$ cat src/ualink_pkg.sv
/*
 * ualink command endpoint package
 * stream widths, opcodes, beat positions and the command mode type
 */
package ualink_pkg;

   // stream and memory widths
   typedef logic [63:0] word_t;     // data beat, memory word
   typedef logic [7:0]  strb_t;
   typedef logic [31:0] user_t;
   typedef logic [7:0]  ram_addr_t; // 256 payload words
   typedef logic [15:0] opcode_t;
   typedef logic [3:0]  beat_idx_t; // saturates at 12

   // command opcodes, found in beat 1 bits 63..48
   localparam opcode_t op_write = 16'h0245;
   localparam opcode_t op_read  = 16'h0145;

   // packet layout
   // beat 0 = src mac
   // beat 1 = opcode field
   // beat 2 = misc ethernet fields
   // beat 3 = address in bits 63..56
   // beats 4..11 = data words D0..D7
   localparam beat_idx_t opcode_beat     = 4'd1;
   localparam beat_idx_t addr_beat       = 4'd3;
   localparam beat_idx_t first_data_beat = 4'd4;
   localparam integer    data_beats      = 8;

   // what the engine does with the current packet
   typedef enum logic [1:0] {
      mode_pass,
      mode_write,
      mode_read
   } cmd_mode_t;

endpackage

$ cat src/stream_fifo.sv
/*
 * stream fifo, fall-through
 * holds whole axi-stream beats, head visible without a read strobe
 */
`timescale 1ns/100ps

module stream_fifo
   import ualink_pkg::*;
#(
   parameter int fifo_depth_bits = 4
) (
   input  logic  axi_aclk,
   input  logic  axi_resetn,
   input  logic  wr_en,
   input  word_t din_data,
   input  strb_t din_strb,
   input  user_t din_user,
   input  logic  din_last,
   input  logic  rd_en,
   output word_t head_data,
   output strb_t head_strb,
   output user_t head_user,
   output logic  head_last,
   output logic  empty,
   output logic  nearly_full
);

   localparam int depth = 1 << fifo_depth_bits;

   typedef logic [fifo_depth_bits-1:0] ptr_t;
   typedef logic [fifo_depth_bits:0]   cnt_t;

   // beat storage, one entry per beat
   word_t mem_data [depth];
   strb_t mem_strb [depth];
   user_t mem_user [depth];
   logic  mem_last [depth];

   ptr_t wr_ptr;
   ptr_t rd_ptr;
   cnt_t count;

   // storage write
   always_ff @(posedge axi_aclk) begin
      if (wr_en) begin
         mem_data[wr_ptr] <= din_data;
         mem_strb[wr_ptr] <= din_strb;
         mem_user[wr_ptr] <= din_user;
         mem_last[wr_ptr] <= din_last;
      end
   end

   // pointers and occupancy
   always_ff @(posedge axi_aclk) begin
      if (!axi_resetn) begin
         wr_ptr <= '0;
         rd_ptr <= '0;
         count  <= '0;
      end else begin
         if (wr_en)
            wr_ptr <= wr_ptr + ptr_t'(1);
         if (rd_en)
            rd_ptr <= rd_ptr + ptr_t'(1);
         case ({wr_en, rd_en})
            2'b10:   count <= count + cnt_t'(1);
            2'b01:   count <= count - cnt_t'(1);
            default: count <= count; // both or neither
         endcase
      end
   end

   // fall-through head
   assign head_data = mem_data[rd_ptr];
   assign head_strb = mem_strb[rd_ptr];
   assign head_user = mem_user[rd_ptr];
   assign head_last = mem_last[rd_ptr];

   assign empty       = (count == '0);
   assign nearly_full = (count >= cnt_t'(depth - 1)); // fewer than two free

endmodule

$ cat config.mk
export PLATFORM = sky130hd
export DESIGN_NAME = stream_fifo
export DESIGN_NICKNAME = d
export VERILOG_FILES = /design/src/ualink_pkg.sv /design/src/stream_fifo.sv
export SDC_FILE = /design/constraint.sdc
export NUM_CORES = 1
export LEC_CHECK = 0
export BUFFER_PORTS_ARGS = -buffer_cell sky130_fd_sc_hd__buf_2
export CAP_MARGIN = 0
export CORE_ASPECT_RATIO = 1.5
export CORE_UTILIZATION = 35
export DETAILED_ROUTE_END_ITERATION = 10
export SYNTH_ARGS = -nofsm -noshare
export SYNTH_HDL_FRONTEND = slang
export SYNTH_SLANG_ARGS = --single-unit
$ cat constraint.sdc
create_clock -name axi_aclk -period 4.3 [get_ports axi_aclk]
set_input_delay 0.645 -clock axi_aclk [delete_from_list [all_inputs] [get_ports axi_aclk]]
set_output_delay 0.645 -clock axi_aclk [all_outputs]
set_load 0.02 [all_outputs]
== Word-level counts from Yosys, hierarchy flattened ==
Memories as Yosys holds them, arrays and structs flattened. A register that Yosys moved wholly into a read port is not among the register bits.
Cells that the tools add are included.

* Memories: 4
* Output and inout bits: 107
* Word-level logic and storage cells: 27
* Memory bits (writable): 1680
* Flip-flop bits (word level): 13

{| class="wikitable"
|+ Memories
! memory !! words !! bits a word !! read ports !! clocked after Yosys merged registers in !! write ports !! RTL line !! RTL
|-
| mem_data || 16 || 64 || 1 || 1 || 1 || stream_fifo.sv:34 || <nowiki>word_t mem_data [depth];</nowiki>
|-
| mem_user || 16 || 32 || 1 || 1 || 1 || stream_fifo.sv:36 || <nowiki>user_t mem_user [depth];</nowiki>
|-
| mem_strb || 16 || 8 || 1 || 1 || 1 || stream_fifo.sv:35 || <nowiki>strb_t mem_strb [depth];</nowiki>
|-
| mem_last || 16 || 1 || 1 || 1 || 1 || stream_fifo.sv:37 || <nowiki>logic mem_last [depth];</nowiki>
|}

* Add/subtract/negate cells: 4
* Muxes and demuxes: 11
* Reduce and logical (&&, ||, !) cells: 2
* Equal/unequal tests: 2
* Order comparisons: 1

{| class="wikitable"
|+ Operator list
! operator !! count
|-
| $mux W4 || 8
|-
| $pmux W5 S2 || 1
|-
| $add A4 B1 Y4 const B || 2
|-
| $add A5 B1 Y5 const B || 1
|-
| $ge A5 B4 Y1 const B || 1
|-
| $logic_not A5 Y1 || 1
|-
| $sub A5 B1 Y5 const B || 1
|-
| $eq A2 B1 Y1 const B || 1
|-
| $eq A2 B2 Y1 const B || 1
|-
| $mux W1 || 2
|-
| $reduce_bool A2 Y1 || 1
|}

== Logic depth before layout (Yosys ltp) ==
Gate-level depths: netlist of run 1.

* Depth in word-level cells: 3
* Mapped depth: 9
* Mapped depth without buffers: 8

== Least setup slack after synthesis of run 1 ==
Ideal clock, no wire load.

* Path type: input-to-reg
* From: in wr_en
* To: mem mem_data[10][0] in the netlist's numbering, enable pin
* Stages: 4
* Data arrival time: 3.751 ns
* Slack: 0.074 ns
* Buffers on the path: 1
* Required time: 3.824 ns
* Cell sequence: clkbuf_1 inv_1 nor3b_1 and2_1

* Word-level cells in the longest chain between the ends: 2

{| class="wikitable"
|+ Ends and longest elaborated chain
! element !! RTL line !! RTL
|-
| start: declaration || stream_fifo.sv:14 || <nowiki>input logic wr_en,</nowiki>
|-
| $mux W1 || stream_fifo.sv:45 || <nowiki>if (wr_en) begin</nowiki>
|-
| $mux W1 (implied by the code) || stream_fifo.sv:46 || <nowiki>mem_data[wr_ptr] <= din_data;</nowiki>
|-
| end: declaration || stream_fifo.sv:34 ||
|}

Every way passes these cells.

==> impl_metrics.csv, run 1 <==
group,metric,value,unit
grt,grt_busiest_layer,"met2",
clock_network,clkTransAtPathRegs,0.07,ns
synthesis,synthArstFlopShare,0,%
clock_network,ctsHoldBuffers,0,
synthesis,synth_seq_cells,1697,
outcome,status,"complete, no violations",
clock_network,cts_setup_buffers,0,
synthesis,synth_edf_count,1680,
clock_network,root_buffer,"clkbuf_16",
floorplan,coreArea,180700,um2
cells_and_area,syn_to_final_growth,15.14,%
grt,overflow,0,
detailed_routing,antenna_left,0,
timing,clock_skew,0.03887,ns
clock_network,insertion_delay,0.79,ns
floorplan,die_y,524.6,um
worst_setup_path,ff2ff_path_depth,3,
worst_setup_path,cp-end-kind,"output port",
worst_setup_path,crit_arrival,3.09,ns
clock_network,h-tree-depth,4,
worst_setup_path,slowest_stage,"dfxtp_4",
grt,antenna_found_initial,39,
detailed_routing,wl,152.4,mm
floorplan,die_area,183800,um2
synthesis,synth_cell_types,37,
timing,maxSlewHeadroom,39.88,%
place,hpwl,77.05,mm
timing,finalSetupTns,0,ns
timing,maxSlewViolCount,0,
synthesis,yosysWarnings,0,
detailed_routing,viasPerCell,5.305,
cells_and_area,drive_gt1_share,31.12,%
detailed_routing,drc,0,
worst_setup_path,cp.depth,5,
grt,grt_util_met2,27.35,%
place,place_congestion,0.6956,
clock_network,post_cts_resized,0,
synthesis,synth_fp_nets,2792,
worst_setup_path,path_buf_inv,2,
grt,grt_pass1_vias,31430,
floorplan,rows,191,
timing,hold_viol,0,
timing,hold_ws,0.2057,ns
timing,tightest_slew,0.9018,ns
synthesis,synthDominantCellAreaShare,79.17,%
floorplan,start_util,35.27,%
detailed_routing,drtIter0Drc,2823,
grt,gr-usage-met1,22.00,%
synthesis,synthTopCellsByArea,"edfxtp_1 (79%), mux4_2 (15%), a22oi_1 (2.5%)",
worst_setup_path,worstPathRequired,3.65,ns
pwr,p_leak,22.74,nW
grt,track_usage,16.55,%
clock_network,clock-sinks,1697,
clock_network,cts_buffer_depth,4,
timing,fmaxAchievable,0.2676,GHz
grt,grt_pass1_wl,219.8,mm
worst_setup_path,criticalPathCategory,"flip-flop to output port",
worst_setup_path,cp_top_family,"flip-flops",
timing,rsz0062_at_grt,"no",
clock_network,cts_tree,"done",
clock_network,cts_made_buffers,166,
worst_hold_path,hold_depth,1,
floorplan,die_x,350.4,um
worst_setup_path,worstPathMaxFanout,79,
timing,timing.final.crit_share,86.92,%
grt,grt.met3_usage,3.539,%
detailed_routing,drt_pre_antenna_iters,5,
synthesis,syn_inst,2674,
cells_and_area,finalNetCount,3109,
synthesis,synthMostInstantiatedCell,"edfxtp_1",
timing,setup_violations,0,
detailed_routing,avgRoutedWirePerCell,27.55,um
timing,min_period,3.737,ns
cells_and_area,fillers,15770,
place,port_buffers,215,
synthesis,synth_area,63720,um2
synthesis,yosys-top-cells-count,"edfxtp_1 (1,680), mux4_2 (420), a22oi_1 (210), nand2_1 (109), clkbuf_1 (63)",
synthesis,ys_seq_area_share,79.70,%
synthesis,synth_flop_cell,"edfxtp_1",
worst_setup_path,crit_chain,"buf_12 -> mux4_2 -> a22oi_1 -> nand2_1 -> buf_2",
detailed_routing,vias,29360,
pwr,power_density,472.7,nW/um2
worst_setup_path,startpoint_type,"flip-flop",
grt,grt_max_degree,93,
synthesis,avgSynthCellArea,23.83,um2
run,maxCapViolCount,0,
floorplan,io_pins,216,
synthesis,yosys.area.top_type,"edfxtp_1",
worst_setup_path,slowest_delay,0.70,ns
worst_hold_path,hp-class,"input pin to flip-flop",
pwr,peakVddDrop,0.3349,mV
[layout by cell type (no fill, tap or decap), drive strengths merged, types with 2 or more instances in the layout]
master       n
a21oi        2
a22oi      210
and2        25
buf        296
bufinv       6
clkbuf     198
clkinv      75
clkinvlp     6
dfxtp       17
diode        8
edfxtp    1680
ha           9
inv         10
mux2i        3
mux4       420
nand2      109
nand3        4
nand4        5
nand4b       2
nor2         4
nor2b        5
nor3b        4
o21a         2
xnor2        6
xor2         3
[logic make-up (layout without fill, tap and decap cells)]
| logic type | Yosys count | count (layout) | share of synthesized area, % |
|---|---|---|---|
| flip-flops | 1697 | 1697 | 79.70 |
| multiplexers | 423 | 423 | 14.89 |
| buffers and inverters | 151 | 591 | 1.316 |
| adder cells (fa/ha/maj) | 9 | 9 | 0.1767 |
| AO/OA/AOI/OAI | 219 | 219 | 2.574 |
| XOR/XNOR | 9 | 9 | 0.1237 |
| AND/OR/NAND/NOR | 166 | 166 | 1.217 |
| other | 0 | 8 | 0 |
[path summary, 6_finish.rpt]
check	from	slack, ns	end
setup / recovery	flip-flop	0.56	head_strb[1]
hold / removal	din_user[9]	0.21	mem_user[13][9]
setup reg to reg	wr_ptr[2]	2.01	mem_data[0][38]
hold reg to reg	rd_ptr[1]	0.55	flip-flop
[per-layer routing]
layer | up-vias | part of all wire, %
li1 | 12120 | -
met1 | 16090 | 41
met2 | 841 | 50
met3 | 265 | 6.3
met4 | 42 | 2.4
met5 | - | 0.17
[worst reg2reg max path, cell delays in order, from the launching register on]
cell     delay [ns]
dfxtp_1        0.36
nor3_1         0.38
and2_4         0.77
buf_4          0.43
[stage by stage]
step / setup slack [ns] / power, mW / std cells / instance area [um2] / util, %
global placement: 1.290 / 21.40 / 5235 / 68350 / 37.83
global route: 0.3532 / 35.83 / 5530 / 73360 / 40.61
CTS: 0.4370 / 35.11 / 5526 / 73350 / 40.60
floorplan: 0.07379 / 20.49 / 2674 / 63720 / -
detailed placement: 1.290 / 21.44 / 5235 / 68350 / 37.83
finish: 0.5626 / 34.68 / 5534 / 73370 / 40.61
[power by group]
part | internal, mW | total [mW] | switching (mW)
Combinational | 1.05 | 2.54 | 1.48
Sequential | 18.4 | 18.5 | 0.0748
Clock | 7.53 | 13.7 | 6.14
[flip-flops by register name, summed over array words and instances, names as in the netlist, named ones only]
| register | flops |
|---|---|
| count | 5 |
| rd_ptr | 4 |
| mem_data | 1024 |
| wr_ptr | 4 |
| mem_strb | 128 |
| mem_last | 16 |
| mem_user | 512 |
[final cells by class]
cell class                      instances  area (um2)  area share [%]
Multi-Input combinational cell        826       12160           16.58
Antenna cell                            8       20.02         0.02728
Tap cell                             2412        3018           4.113
Sequential cell                      1697       50800           69.23
Inverter                                4       15.01         0.02046
Clock buffer                          198        4304           5.866
Timing Repair Buffer                  296        2360           3.216
Clock inverter                         93       698.2          0.9515
(Power assumes the default switching activity.)
==> inputs of run 2 (changes only) <==
--- a/config.mk
+++ b/config.mk
@@ -10,6 +10,7 @@
 export CORE_ASPECT_RATIO = 1.5
 export CORE_UTILIZATION = 35
 export DETAILED_ROUTE_END_ITERATION = 10
+export MAX_ROUTING_LAYER = met4
 export SYNTH_ARGS = -nofsm -noshare
 export SYNTH_HDL_FRONTEND = slang
 export SYNTH_SLANG_ARGS = --single-unit
==> run 2 against run 1 <==
Effect of this change:
- count of clock-buffer cells in the layout did not move
- worst hold slack got worse by 0.00084 ns
- combinational power about the same
- register-to-register slack barely moved
- power hardly changed
- final cell count is 0.38% higher
- highest routed layer is now met4
==> impl_metrics.csv, run 2 (synthesized netlist as in run 1, its figures left out) <==
group,metric,value,unit
outcome,status,"complete, no violations",
place,port_buffers,215,
detailed_routing,wl,152.1,mm
grt,grt_pass1_wl,219.9,mm
cells_and_area,finalNetCount,3109,
cells_and_area,drive_gt1_share,31.12,%
pwr,seq_power_share,53.3,%
pwr,power_density,472.3,nW/um2
cells_and_area,syn_to_final_growth,15.22,%
detailed_routing,drc,0,
place,place_congestion,0.7030,
floorplan,die_x,350.4,um
cells_and_area,largest_register_ffs,1024,
timing,tightest_slew,0.8703,ns
timing,maxSlewHeadroom,41.98,%
cells_and_area,reg_top3,"mem_data x1024, mem_user x512, mem_strb x128",
clock_network,h-tree-depth,4,
worst_setup_path,worstPathMaxFanout,79,
timing,finalSetupTns,0,ns
detailed_routing,vias,29270,
pwr,internal-power,26.98,mW
place,dp_slack,1.290,ns
clock_network,insertion_delay,0.79,ns
pwr,design_power_total,34.68,mW
floorplan,die_area,183800,um2
detailed_routing,drt_pre_antenna_iters,5,
cells_and_area,fillers,15770,
floorplan,io_pins,216,
timing,clock_skew,0.04050,ns
worst_hold_path,hp-class,"input pin to flip-flop",
worst_setup_path,startpoint_type,"flip-flop",
clock_network,root_buffer,"clkbuf_16",
timing,setup_violations,0,
cells_and_area,final_common_cell,"edfxtp_1",
pwr,swShare,22.20,%
timing,timing.final.crit_share,86.87,%
grt,overflow,0,
run,maxCapViolCount,0,
worst_setup_path,crit_arrival,3.09,ns
cells_and_area,layout_common_cells,"edfxtp_1 (1,680), mux4_2 (420), buf_2 (215)",
pwr,power.switching,7.700,mW
clock_network,clkTransAtPathRegs,0.07,ns
clock_network,post_cts_resized,0,
cells_and_area,regMostFlops,"mem_data",
pwr,p_clk_share,39.4,%
clock_network,cts_made_buffers,166,
clock_network,cts_setup_buffers,0,
clock_network,clock-sinks,1697,
detailed_routing,viasPerCell,5.269,
cells_and_area,utilization,40.64,%
clock_network,cts_buffer_depth,4,
timing,maxSlewViolCount,0,
pwr,p_leak,22.74,nW
clock_network,ctsHoldBuffers,0,
floorplan,coreArea,180700,um2
worst_setup_path,criticalPathCategory,"flip-flop to output port",
detailed_routing,avgRoutedWirePerCell,27.39,um
timing,hold_viol,0,
timing,fmaxAchievable,0.2677,GHz
timing,min_period,3.736,ns
clock_network,cts_tree,"done",
detailed_routing,drtIter0Drc,2769,
grt,grt_max_degree,93,
timing,rsz0062_at_grt,"no",
grt,antenna_found_initial,40,
pwr,peakVddDrop,0.3339,mV
worst_setup_path,worstPathRequired,3.65,ns
worst_setup_path,cp-end-kind,"output port",
pwr,combPwrFrac,7.3,%
floorplan,rows,191,
timing,final.setup.worst_slack,0.5645,ns
grt,track_usage,17.06,%
detailed_routing,antenna_left,0,
floorplan,start_util,35.27,%
place,hpwl,77.05,mm
floorplan,die_y,524.6,um
grt,grt_pass1_vias,31370,
run 2: cell count changes in the layout (fill, tap and decap cells not counted), sizes merged:
| cell | change |
|---|---|
| diode | +21 |
run 2: worst max-delay path: stages (launching register included):
cell and delay, ns:
dfxtp_4 0.70, buf_12 0.47, mux4_2 0.38, a22oi_1 0.24, nand2_1 0.20, buf_2 0.22
run 2: cell type report:
type / instances / area [um2] / share of cell area (%)
clock inverter: 93 / 698.2 / 0.9509
timing repair buffer: 296 / 2360 / 3.214
tap: 2412 / 3018 / 4.110
inverter: 4 / 15.01 / 0.02045
sequential: 1697 / 50800 / 69.18
multi-input combinational: 826 / 12160 / 16.56
antenna: 29 / 72.57 / 0.09883
clock buffer: 198 / 4304 / 5.862
run 2: layer usage:
layer | global-route usage [%] | vias to the layer above | part of all wire (%) | wire [um]
li1 | - | 12160 | - | -
met1 | 22.05 | 16080 | 42 | 63980
met2 | 27.42 | 796 | 50 | 75560
met3 | 3.475 | 230 | 6.0 | 9068
met4 | 4.501 | 0 | 2.3 | 3524
met5 | - | - | 0 | 0
run 2: worst paths after layout:
kind | start | end | slack, ns | cells after the start
worst min register to register | count[3] | count[3] | 0.55 | 2
worst max register to register | wr_ptr[2] | mem_data[0][38] | 2.00 | 3
worst min-delay path | din_data[0] | mem_data[14][0] | 0.20 | 1
worst max-delay path | flip-flop | head_strb[1] | 0.56 | 5
run 2: metrics by stage:
step	cell area, um2	std cells	hold WS [ns]
after floorplan	63720	2674	0.5145
after global placement	68350	5235	0.5349
after detailed placement	68350	5235	0.5439
after CTS	73350	5526	0.1447
after global routing	73420	5553	0.1694
final	73430	5555	0.2048
run 2: power by group through the flow:
stage / clock network [mW] / registers (mW) / logic, mW
4_1_cts: 14.0 / 18.5 / 2.62
5_1_grt: 14.6 / 18.5 / 2.75
2_1_floorplan: 0 / 18.8 / 1.68
6_report: 13.7 / 18.5 / 2.54
3_3_place_gp: 0 / 18.8 / 2.59
3_5_place_dp: 0 / 18.8 / 2.61
