$ cat src/ualink_pkg.sv
/*
 * ualink command endpoint package
 * stream widths, opcodes, beat positions and the command mode type
 */
package ualink_pkg;

   // stream and memory widths
   typedef logic [63:0] word_t;     // data beat, memory word
   typedef logic [7:0]  strb_t;
   typedef logic [31:0] user_t;
   typedef logic [7:0]  ram_addr_t; // 256 payload words
   typedef logic [15:0] opcode_t;
   typedef logic [3:0]  beat_idx_t; // saturates at 12

   // command opcodes, found in beat 1 bits 63..48
   localparam opcode_t op_write = 16'h0245;
   localparam opcode_t op_read  = 16'h0145;

   // packet layout
   // beat 0 = src mac
   // beat 1 = opcode field
   // beat 2 = misc ethernet fields
   // beat 3 = address in bits 63..56
   // beats 4..11 = data words D0..D7
   localparam beat_idx_t opcode_beat     = 4'd1;
   localparam beat_idx_t addr_beat       = 4'd3;
   localparam beat_idx_t first_data_beat = 4'd4;
   localparam integer    data_beats      = 8;

   // what the engine does with the current packet
   typedef enum logic [1:0] {
      mode_pass,
      mode_write,
      mode_read
   } cmd_mode_t;

endpackage

$ cat src/command_engine.sv
/*
 * command engine
 * follows the beat position at the fifo head, decodes read and write
 * commands, drives the payload memory and substitutes read data
 */
`timescale 1ns/100ps

module command_engine
   import ualink_pkg::*;
(
   input  logic      axi_aclk,
   input  logic      axi_resetn,
   input  logic      pop,
   input  word_t     head_data,
   input  logic      head_last,
   input  word_t     rd_data,
   output word_t     out_data,
   output logic      wr_en,
   output ram_addr_t wr_addr,
   output word_t     wr_data,
   output ram_addr_t rd_addr
);

   localparam beat_idx_t last_data_beat = beat_idx_t'(first_data_beat + data_beats - 1);
   localparam beat_idx_t beat_sat       = last_data_beat + beat_idx_t'(1);

   beat_idx_t beat_cnt;   // position of the head beat
   beat_idx_t beat_nxt;   // position after this cycle
   cmd_mode_t mode;
   cmd_mode_t mode_dec;
   ram_addr_t base_addr;
   ram_addr_t base_nxt;

   opcode_t   head_opcode;
   ram_addr_t head_addr;
   logic      in_data;     // head is one of D0..D7
   beat_idx_t wr_offset;
   beat_idx_t rd_offset;

   assign head_opcode = head_data[63:48];
   assign head_addr   = head_data[63:56];

   assign in_data = (beat_cnt >= first_data_beat) && (beat_cnt <= last_data_beat);

   // opcode decode
   always_comb begin
      case (head_opcode)
         op_write: mode_dec = mode_write;
         op_read:  mode_dec = mode_read;
         default:  mode_dec = mode_pass;
      endcase
   end

   // next beat position and base address, as seen after this edge
   always_comb begin
      beat_nxt = beat_cnt;
      base_nxt = base_addr;
      if (pop) begin
         if (head_last)
            beat_nxt = '0;                          // next packet starts over
         else if (beat_cnt != beat_sat)
            beat_nxt = beat_cnt + beat_idx_t'(1);
         if (beat_cnt == addr_beat)
            base_nxt = head_addr;
      end
   end

   // beat counter, mode and base address
   always_ff @(posedge axi_aclk) begin
      if (!axi_resetn) begin
         beat_cnt  <= '0;
         mode      <= mode_pass;
         base_addr <= '0;
      end else begin
         beat_cnt  <= beat_nxt;
         base_addr <= base_nxt;
         if (pop) begin
            if (head_last)
               mode <= mode_pass;                   // command ends with the packet
            else if (beat_cnt == opcode_beat)
               mode <= mode_dec;
         end
      end
   end

   // write path, one word per popped data beat
   assign wr_offset = beat_cnt - first_data_beat;
   assign wr_en     = pop && (mode == mode_write) && in_data;
   assign wr_addr   = base_addr + ram_addr_t'(wr_offset[2:0]); // wraps at 255
   assign wr_data   = head_data;

   // read path
   // address for the beat that will be at the head after this edge,
   // so the registered word lines up with it
   assign rd_offset = beat_nxt - first_data_beat;
   assign rd_addr   = base_nxt + ram_addr_t'(rd_offset[2:0]);

   // output data, memory words replace D0..D7 of a read
   assign out_data = ((mode == mode_read) && in_data) ? rd_data : head_data;

endmodule

$ cat config.mk
export PLATFORM = sky130hd
export DESIGN_NAME = command_engine
export DESIGN_NICKNAME = d
export VERILOG_FILES = /design/src/ualink_pkg.sv /design/src/command_engine.sv
export SDC_FILE = /design/constraint.sdc
export NUM_CORES = 1
export LEC_CHECK = 0
export ABC_CLOCK_PERIOD_IN_PS = 6400
export BUFFER_PORTS_ARGS = -buffer_cell sky130_fd_sc_hd__buf_2
export CORE_AREA = 4 4 107 109
export DETAILED_ROUTE_END_ITERATION = 8
export DIE_AREA = 0 0 111 113
export MAX_ROUTING_LAYER = met4
export PLACE_DENSITY = 0.65
export SETUP_SLACK_MARGIN = 0.4
export SLEW_MARGIN = 15
export SYNTH_ARGS = -nofsm -noshare
export SYNTH_HDL_FRONTEND = slang
export SYNTH_SLANG_ARGS = --single-unit
$ cat constraint.sdc
create_clock -name axi_aclk -period 6.4 [get_ports axi_aclk]
set_input_delay 0.32 -clock axi_aclk [delete_from_list [all_inputs] [get_ports axi_aclk]]
set_output_delay 0.32 -clock axi_aclk [all_outputs]
set_load 0.02 [all_outputs]
### After elaboration in Yosys (flattened, before gate mapping)

Index checks and enable logic that the tools add are counted.

| word-level totals | value |
|---|---|
| input bits | 132 |
| output and inout port bits | 145 |
| flip-flop bits (word level) | 14 |

| operators by class | value |
|---|---|
| equality and inequality tests | 7 |
| $lt $le $gt $ge | 2 |
| $add $sub $neg | 5 |
| muxes and demuxes | 9 |
| reduce and logical (&&, ||, !) cells | 6 |

Operators by type and width:

| operator | count |
|---|---|
| $mux 64 | 1 |
| $add 8x3->8 | 2 |
| $eq 16x10->1 const B | 1 |
| $eq 16x9->1 const B | 1 |
| $mux 8 | 2 |
| $mux 4 | 3 |
| $sub 3x3->3 const B | 2 |
| $add 4x1->4 const B | 1 |
| $eq 4x1->1 const B | 1 |
| $eq 4x2->1 const B | 1 |
| $ge 4x3->1 const B | 1 |
| $le 4x4->1 const B | 1 |
| $logic_and 1x1->1 | 4 |
| $mux 2 | 2 |
| $ne 4x4->1 const B | 1 |
| $pmux 2 s2 | 1 |
| $eq 2x1->1 const B | 1 |
| $eq 2x2->1 const B | 1 |
| $reduce_and 2->1 | 1 |
| $reduce_bool 2->1 | 1 |

### Depth between registers and ports, before layout

Gate-level depths: netlist of the first run.

| depth | value |
|---|---|
| word-level depth | 6 |
| depth in mapped cells | 11 |
| depth with buffers taken out | 10 |

### Worst setup path after synthesis of the first run

OpenSTA, ideal clock, no wires.

| timing | value |
|---|---|
| path type | register -> output |
| start point | register beat_cnt[2] |
| end point | output rd_addr[5] |
| stages on the path, launching flop included | 11 |
| slack | 3.622 ns |
| data arrival time | 2.458 ns |
| path buffers | 1 |
| cells stage by stage | dfxtp_1 > inv_1 > ha_1 > nand3_2 > clkbuf_8 > mux2_2 > ha_1 > a21o_1 > a21oi_1 > a21oi_1 > xnor2_1 |

RTL lines:

| element | RTL line | source |
|---|---|---|
| from (decl) | command_engine.sv:27 | `beat_idx_t beat_cnt;` |
| from (signal assigned) | command_engine.sv:75 | `beat_cnt <= beat_nxt;` |
| $eq 4x2->1 | command_engine.sv:63 | `if (beat_cnt == addr_beat)` |
| $mux 8 | command_engine.sv:63 |  |
| $mux 8 | command_engine.sv:58 | `if (pop) begin` |
| via base_nxt[1] | command_engine.sv:32 | `ram_addr_t base_nxt;` |
| $add 8x3->8 | command_engine.sv:96 | `assign rd_addr = base_nxt + ram_addr_t'(rd_offset[2:0]);` |
| to (decl) | command_engine.sv:21 | `output ram_addr_t rd_addr` |

The timed path passes the listed nets, and every way through them passes these cells.

### Worst setup path in the final report of the first run

Ends and elaborated chain as after synthesis.

==> results.py, run 1 <==
metrics = {
    "placed_design": {
        "post_dp_cell_area_um2": 3400,
        "dp.final_hpwl_mm": 8.62,
        "post_place_worst_slack_ns": 3.54,
        "numPlacedInstances": 601,
        "gp_congestion": 0.931,
        "place.port_buffers": 276,
    },
    "synth": {
        "yosys_most_used_dff": "dfxtp_1",
        "largest_area_contributor_in_the_synthesized_netlist": "mux2_2",
        "syn_inst": 256,
        "synth-edff-count": 0,
        "async_set_or_reset_register_ratio_after_synthesis_pct": 0,
        "syn_nets": 401,
        "yosys_register_bits": 14,
        "synth_top_area_share_pct": 31.5,
        "synth_sequential_area_ratio_pct": 11.9,
        "yosys_warnings": 0,
        "mappedNetlistArea_um2": 2360,
        "synth.avg_cell_area_um2": 9.21,
        "synth_area_leaders": "mux2_2 (32%), buf_4 (20%), dfxtp_1 (12%)",
        "yosys.cell_types.count": 41,
    },
    "min_path": {
        "min_path_cells": 3,
        "min-delay-path-class": "in -> reg",
    },
    "die": {
        "fp.dieArea_um2": 12500,
        "die-width_um": 111,
        "core.rowCount": 38,
        "dieHeight_um": 113,
        "ioPinCount": 277,
        "core_region_area_um2": 10600,
        "initial_core_util_pct": 22.2,
    },
    "sta": {
        "finClkSkew_ns": 0.00338,
        "transition_time_at_the_pin_with_the_least_slew_margin_ns": 0.495,
        "timing.final.setup_violations": 0,
        "timing.final.crit_share_pct": 49.0,
        "period_needed_ns": 3.14,
        "slew_headroom_pct": 66.7,
        "setup_ws_ns": 3.26,
        "accumulated_negative_setup_slack_ns": 0,
        "max_freq_mhz": 319,
        "finalHoldViolCount": 0,
        "timing_max_transition_violations_final": 0,
        "rsz0062_at_grt": "no",
        "finalHoldWorstSlack_ns": 0.426,
    },
    "clocking": {
        "post_cts.repair.setup_buffers": 0,
        "tritoncts.num_buffers": 3,
        "clk_latency_ns": 0.24,
        "clock_sinks": 14,
        "worst_setup_hold_path_clk_slew_ns": 0.06,
        "library_cell_used_as_clock_root_buffer": "clkbuf_8",
        "ctsResizeCount": 0,
        "cts_tree": "built",
        "clock_tree.buffer_depth": 2,
        "cts-hold-fix-buffers": 0,
        "htreeDepth": 1,
    },
    "power": {
        "total_power_mw": 0.343,
        "power.leakage_nw": 1.87,
        "power_frac_comb_pct": 53.8,
        "vdd_drop_max_v": 0.0000864,
        "p_sw_share_pct": 40.1,
        "cellPowerDensity_nw_per_um2": 99.7,
        "p_sw_mw": 0.138,
        "seq_power_share_pct": 25.8,
        "share_clk_of_total_power_pct": 20.4,
        "p_int_mw": 0.206,
    },
    "setup_path": {
        "endpoint_kind": "primary output",
        "timing.setup.critical_path_class": "reg -> out",
        "arrival_ns": 2.82,
        "timing.critical_path.fanout_max": 11,
        "r2r.worst_path.cells": 5,
        "crit_required_ns": 6.08,
        "startpoint_type": "register",
    },
    "global_routing": {
        "grt_first_pass_wirelength_mm": 13.9,
        "grt_antenna_before_repair": 1,
        "largest_net_degree_at_the_start_of_global_routing": 39,
        "grt_overflow": 0,
        "first_global_vias": 2595,
        "grt_use_total_pct": 14.0,
    },
    "run": {
        "max-cap-violations": 0,
    },
    "layout": {
        "area_growth_pct": 45.9,
        "final_cell_mix": "buf_2 (276), mux2_2 (66), dfxtp_1 (14)",
        "mostFrequentLayoutCell": "buf_2",
        "layout.nets": 611,
        "final_layout_size_suffix_gt1_share_pct": 76.5,
        "final_cells": 605,
        "fin_area_um2": 3440,
        "utilization_pct": 32.5,
    },
    "detailed_routing": {
        "viasPerCell": 4.27,
        "antenna_left": 0,
        "route.detailed.drc": 0,
        "post_drt_wl_per_cell_um": 16.0,
        "total_vias_in_the_final_route": 2583,
        "iteration_0_drc_count_of_the_detailed_router": 71,
        "drt_first_pass_iters": 4,
        "detail_route.wirelength_mm": 9.67,
    },
    "outcome": {
        "run_status": "complete, no violations",
    },
}
[cells by family (layout without fill, tap and decap cells)]
group,after synthesis,count (layout),share of synthesized area (%)
AOI/OAI and AO/OA,22,22,6.63
xor gates and xnor gates,12,12,4.46
adders and majority gates,13,13,7.53
buffers and inverters,82,290,24.0
DFF,14,14,11.9
muxes,71,71,34.1
other,0,1,0
and+or+nand+nor,42,42,11.4
[state kept, by name, summed over array words and instances, names as in the netlist]
signal and count:
base_addr 8, beat_cnt 4, mode 2
[per-layer routing]
metal / track usage [%] / up-vias / wire, um / share of wire (%)
met5: - / - / 0 / 0
met4: 3.28 / 0 / 156 / 1.6
met3: 3.64 / 10 / 779 / 8.1
met2: 23.9 / 149 / 4770 / 49
met1: 16.6 / 1173 / 3970 / 41
li1: - / 1251 / - / -
[cells in the mapped netlist (3+ instances only)]
cell and n:
mux2_2 66, buf_2 7, nor2b_1 7, a21o_1 3, nand2_1 9, mux2i_2 3, ha_1 11, xor2_1 4
dfxtp_1 14, o21ai_0 6, xnor2_1 8, and2_1 5, buf_4 64, inv_1 9, a21oi_1 6
[power by group through the flow]
stage	clock network, mW	logic (mW)	registers (mW)
floorplan	0	0.118	0.0902
global placement	0	0.185	0.0903
detailed placement	0	0.186	0.0903
CTS	0.0728	0.187	0.0884
global route	0.0791	0.196	0.0884
finish	0.0702	0.185	0.0885
[final timing paths]
kind / slack, ns / start / end
worst min-delay path: 0.43 / head_data[56] / mode[0]$_SDFFE_PN0P_
worst max-delay path: 3.26 / beat_cnt[2]$_SDFF_PN0_ / rd_addr[5]
worst max register to register: 4.79 / beat_cnt[2]$_SDFF_PN0_ / base_addr[1]$_SDFF_PN0_
worst min register to register: 0.46 / mode[1]$_SDFFE_PN0P_ / mode[1]$_SDFFE_PN0P_
[cell type report]
cell class	count	area, um^2
Sequential cell	14	280
Multi-Input combinational cell	160	1510
Antenna cell	1	2.50
Inverter	9	33.8
Timing Repair Buffer	278	1400
Clock buffer	3	41.3
Tap cell	140	175
Fill cell	1099	7160
[worst max-delay path, stage by stage, from the launching register on]
cell and delay, ns:
dfxtp_1 0.36, inv_1 0.09, ha_1 0.22, nand3_2 0.26, mux2_2 0.41, ha_1 0.28
a21o_1 0.15, a21oi_1 0.37, a21oi_1 0.10, xnor2_1 0.15, buf_2 0.18
Power figures use the tool's default switching activity.
==> run 2, diff against run 1 <==
--- a/config.mk
+++ b/config.mk
@@ -5,13 +5,14 @@
 export SDC_FILE = /design/constraint.sdc
 export NUM_CORES = 1
 export LEC_CHECK = 0
-export ABC_CLOCK_PERIOD_IN_PS = 6400
+export ABC_AREA = 1
+export ABC_CLOCK_PERIOD_IN_PS = 2500
 export BUFFER_PORTS_ARGS = -buffer_cell sky130_fd_sc_hd__buf_2
-export CORE_AREA = 4 4 107 109
+export CORE_AREA = 4 4 104 106
 export DETAILED_ROUTE_END_ITERATION = 8
-export DIE_AREA = 0 0 111 113
+export DIE_AREA = 0 0 108 110
 export MAX_ROUTING_LAYER = met4
-export PLACE_DENSITY = 0.65
+export PLACE_DENSITY = 0.71
 export SETUP_SLACK_MARGIN = 0.4
 export SLEW_MARGIN = 15
 export SYNTH_ARGS = -nofsm -noshare
==> constraint.sdc (replaced) <==
create_clock -name axi_aclk -period 2.5 [get_ports axi_aclk]
set_input_delay 0.125 -clock axi_aclk [delete_from_list [all_inputs] [get_ports axi_aclk]]
set_output_delay 0.125 -clock axi_aclk [all_outputs]
set_load 0.02 [all_outputs]
==> run 2 against run 1 <==
  * First-iteration DRC count is 37% higher
  * Sequential power grew to 2.6 times the previous value
  * Die area is 5.3% lower
  * Clock power rose to 2.6 times the previous value
  * Synthesized area increased by 3.9%
  * The flow now finishes with violations (negative setup slack)
  * Synthesized cell count increased by 24%
  * Global-route usage grew 3.5 points
  * Critical path depth grew 7
  * Sequential cell count unchanged
  * Utilization is 8.3 points higher
  * Wire length up 15%
==> results.py, run 2 <==
metrics = {
    "placed_design": {
        "post_place_worst_slack_ns": 0.0765,
        "gp_congestion": 0.910,
        "post_dp_cell_area_um2": 3570,
        "place.port_buffers": 276,
        "dp.final_hpwl_mm": 9.36,
    },
    "synth": {
        "yosys_warnings": 0,
        "synth_commonest_cells": "buf_4 (65), mux2_2 (48), nand2_1 (41), inv_1 (32), nor2_1 (24)",
        "async_set_or_reset_register_ratio_after_synthesis_pct": 0,
        "synthMuxAreaShare_pct": 29.1,
        "synth_top_area_share_pct": 22.1,
        "yosys.cell_count.top_type": "buf_4",
        "dominant_combinational_cell_family_by_area_after_synthesis": "multiplexers",
        "post_synth_xor_area_fraction_pct": 3.22,
        "synth_sequential_area_ratio_pct": 11.4,
        "syn_inst": 317,
        "post_synth_fa_ha_maj_area_fraction_pct": 7.25,
        "yosys_register_bits": 14,
        "synth.avg_cell_area_um2": 7.73,
        "syn_nets": 462,
        "post_synthesis_share_of_cell_area_spent_on_and_or_nand_and_nor_gates_pct": 16.3,
        "yosys.cell_types.count": 27,
        "largest_area_contributor_in_the_synthesized_netlist": "mux2_2",
        "area_fraction_in_compound_gates_after_synthesis_pct": 4.95,
        "synth_area_leaders": "mux2_2 (22%), buf_4 (20%), dfxtp_1 (11%)",
        "yosys_most_used_dff": "dfxtp_1",
        "mappedNetlistArea_um2": 2450,
        "synth-edff-count": 0,
    },
    "sta": {
        "rsz0062_at_grt": "yes",
        "timing.final.setup_violations": 2,
        "transition_time_at_the_pin_with_the_least_slew_margin_ns": 0.455,
        "max_freq_mhz": 391,
        "period_needed_ns": 2.56,
        "finalHoldViolCount": 0,
        "timing.final.crit_share_pct": 102,
        "slew_headroom_pct": 69.6,
        "finClkSkew_ns": 0.00113,
        "setup_ws_ns": -0.0566,
        "timing_max_transition_violations_final": 0,
    },
    "detailed_routing": {
        "viasPerCell": 4.29,
        "iteration_0_drc_count_of_the_detailed_router": 97,
        "post_drt_wl_per_cell_um": 16.4,
        "route.detailed.drc": 0,
        "drt_first_pass_iters": 4,
        "antenna_left": 0,
        "total_vias_in_the_final_route": 2906,
        "detail_route.wirelength_mm": 11.1,
    },
    "die": {
        "die-width_um": 108,
        "fp.dieArea_um2": 11900,
        "dieHeight_um": 110,
        "core_region_area_um2": 9770,
        "initial_core_util_pct": 25.1,
        "core.rowCount": 36,
        "ioPinCount": 277,
    },
    "global_routing": {
        "grt_overflow": 0,
        "grt_use_total_pct": 17.6,
        "grt_first_pass_wirelength_mm": 15.8,
        "first_global_vias": 2986,
        "largest_net_degree_at_the_start_of_global_routing": 32,
        "grt_antenna_before_repair": 0,
    },
    "power": {
        "seq_power_share_pct": 24.4,
        "power_frac_comb_pct": 55.8,
        "p_int_mw": 0.547,
        "cellPowerDensity_nw_per_um2": 234,
        "p_sw_mw": 0.386,
        "power.leakage_nw": 2.23,
        "share_clk_of_total_power_pct": 19.8,
        "p_sw_share_pct": 41.4,
        "vdd_drop_max_v": 0.000209,
    },
    "setup_path": {
        "timing.critical_path.fanout_max": 4,
        "crit_required_ns": 2.38,
        "cp_num_buf_inv": 4,
        "critical-path-slowest-cell": "fa_2",
        "arrival_ns": 2.43,
        "startpoint_type": "register",
        "timing.critical_path.max_delay_family": "adder cells",
        "timing.setup.critical_path_class": "reg -> out",
        "series_of_cell_instances_along_the_critical_path": "inv_2, ha_4, nand3_4, inv_4, or2_4, inv_2, a21oi_2, ha_2, fa_2, nand2_1, nand2_1, nand2_2, nor2_2, nand2_1, nand2_2, nand2_2, buf_6",
        "endpoint_kind": "primary output",
        "max_stage_delay_ns": 0.40,
    },
    "layout": {
        "layout.nets": 691,
        "max_flop_register": "base_addr",
        "area_growth_pct": 62.5,
        "top_regs": "base_addr (8), beat_cnt (4), mode (2)",
        "mostFrequentLayoutCell": "buf_2",
        "largest_register_ff_count": 8,
        "filler_cell_count_in_the_final_layout": 1013,
        "antennaDiodeCount": 0,
        "final_layout_size_suffix_gt1_share_pct": 75.6,
        "final_cell_mix": "buf_2 (268), mux2_2 (48), nand2_1 (34)",
        "fin_area_um2": 3980,
    },
    "clocking": {
        "clock_tree.buffer_depth": 2,
        "worst_setup_hold_path_clk_slew_ns": 0.05,
        "cts_tree": "built",
        "htreeDepth": 1,
        "clock_sinks": 14,
        "library_cell_used_as_clock_root_buffer": "clkbuf_8",
        "clk_latency_ns": 0.25,
        "tritoncts.num_buffers": 3,
    },
    "outcome": {
        "violated_checks": "negative setup slack",
        "run_status": "finished, violations left",
    },
    "min_path": {
        "min-delay-path-class": "in -> reg",
    },
    "run": {
        "max-cap-violations": 0,
    },
}
-- run 2: worst paths after layout --
kind / from / endpoint / slack [ns] / depth (start not counted)
max: beat_cnt[2]$_SDFF_PN0_ / rd_addr[6] / -0.06 / 17
min: head_data[58] / base_addr[2]$_SDFF_PN0_ / 0.23 / 3
max reg2reg: beat_cnt[2]$_SDFF_PN0_ / base_addr[0]$_SDFF_PN0_ / 1.13 / 9
min reg2reg: mode[0]$_SDFFE_PN0P_ / mode[0]$_SDFFE_PN0P_ / 0.47 / 2
-- run 2: layout make-up --
class,instances,area (um^2),area share [%]
inverter,33,131,3.30
tap,133,166,4.18
timing repair buffer,298,1630,40.9
clock buffer,3,41.3,1.04
sequential,14,293,7.35
multi-input combinational,196,1720,43.2
-- run 2: per-stage QoR --
step	TNS [ns]	hold slack, ns	util, %	cells	power [mW]
after floorplan	0	0.300	-	317	0.554
after global placement	0	0.460	36.5	657	0.728
after detailed placement	0	0.462	36.5	657	0.730
after CTS	0	0.211	39.5	674	0.934
after global routing	-0.400	0.253	40.8	677	0.984
final	-0.0829	0.226	40.8	677	0.934
-- run 2: what timing repair did --
action | in CTS | in global routing
setup endpoints to repair | 60 | 11
resized for setup | 38 | 21
setup buffers | 14 | 3
hold buffers | 0 | 0
pin swaps | 18 | 9
-- run 2: cells by family (layout without fill, tap and decap cells) --
| logic type | count (synthesis) | after routing |
|---|---|---|
| multiplexers | 60 | 60 |
| AO/OA/AOI/OAI | 22 | 22 |
| buffers and inverters | 107 | 334 |
| XOR/XNOR | 9 | 9 |
| flip-flops | 14 | 14 |
| AND/OR/NAND/NOR | 92 | 92 |
| adder cells (fa/ha/maj) | 13 | 13 |
-- run 2: routing by layer --
metal	track usage [%]	vias to the layer above	share of wire [%]	routed length [um]
li1	-	1429	-	-
met1	21.1	1313	40	4420
met2	31.2	154	51	5710
met3	3.44	10	7.6	842
met4	2.89	0	1.4	156
met5	-	-	0	0
-- run 2: power groups by stage --
| stage | clock network [mW] | registers, mW | logic, mW |
|---|---|---|---|
| floorplan | 0 | 0.233 | 0.322 |
| global placement | 0 | 0.233 | 0.495 |
| detailed placement | 0 | 0.233 | 0.497 |
| CTS | 0.190 | 0.228 | 0.515 |
| global route | 0.198 | 0.228 | 0.558 |
| finish | 0.185 | 0.228 | 0.521 |
-- run 2: worst reg2reg max path: cells and delay by family (launching register included) --
| kind | cells | cell delay, ns |
|---|---|---|
| adder cells (fa/ha/maj) | 1 | 0.15 |
| AND/OR/NAND/NOR | 2 | 0.18 |
| flip-flops | 1 | 0.35 |
| AO/OA/AOI/OAI | 1 | 0.19 |
| buffers and inverters | 5 | 0.42 |
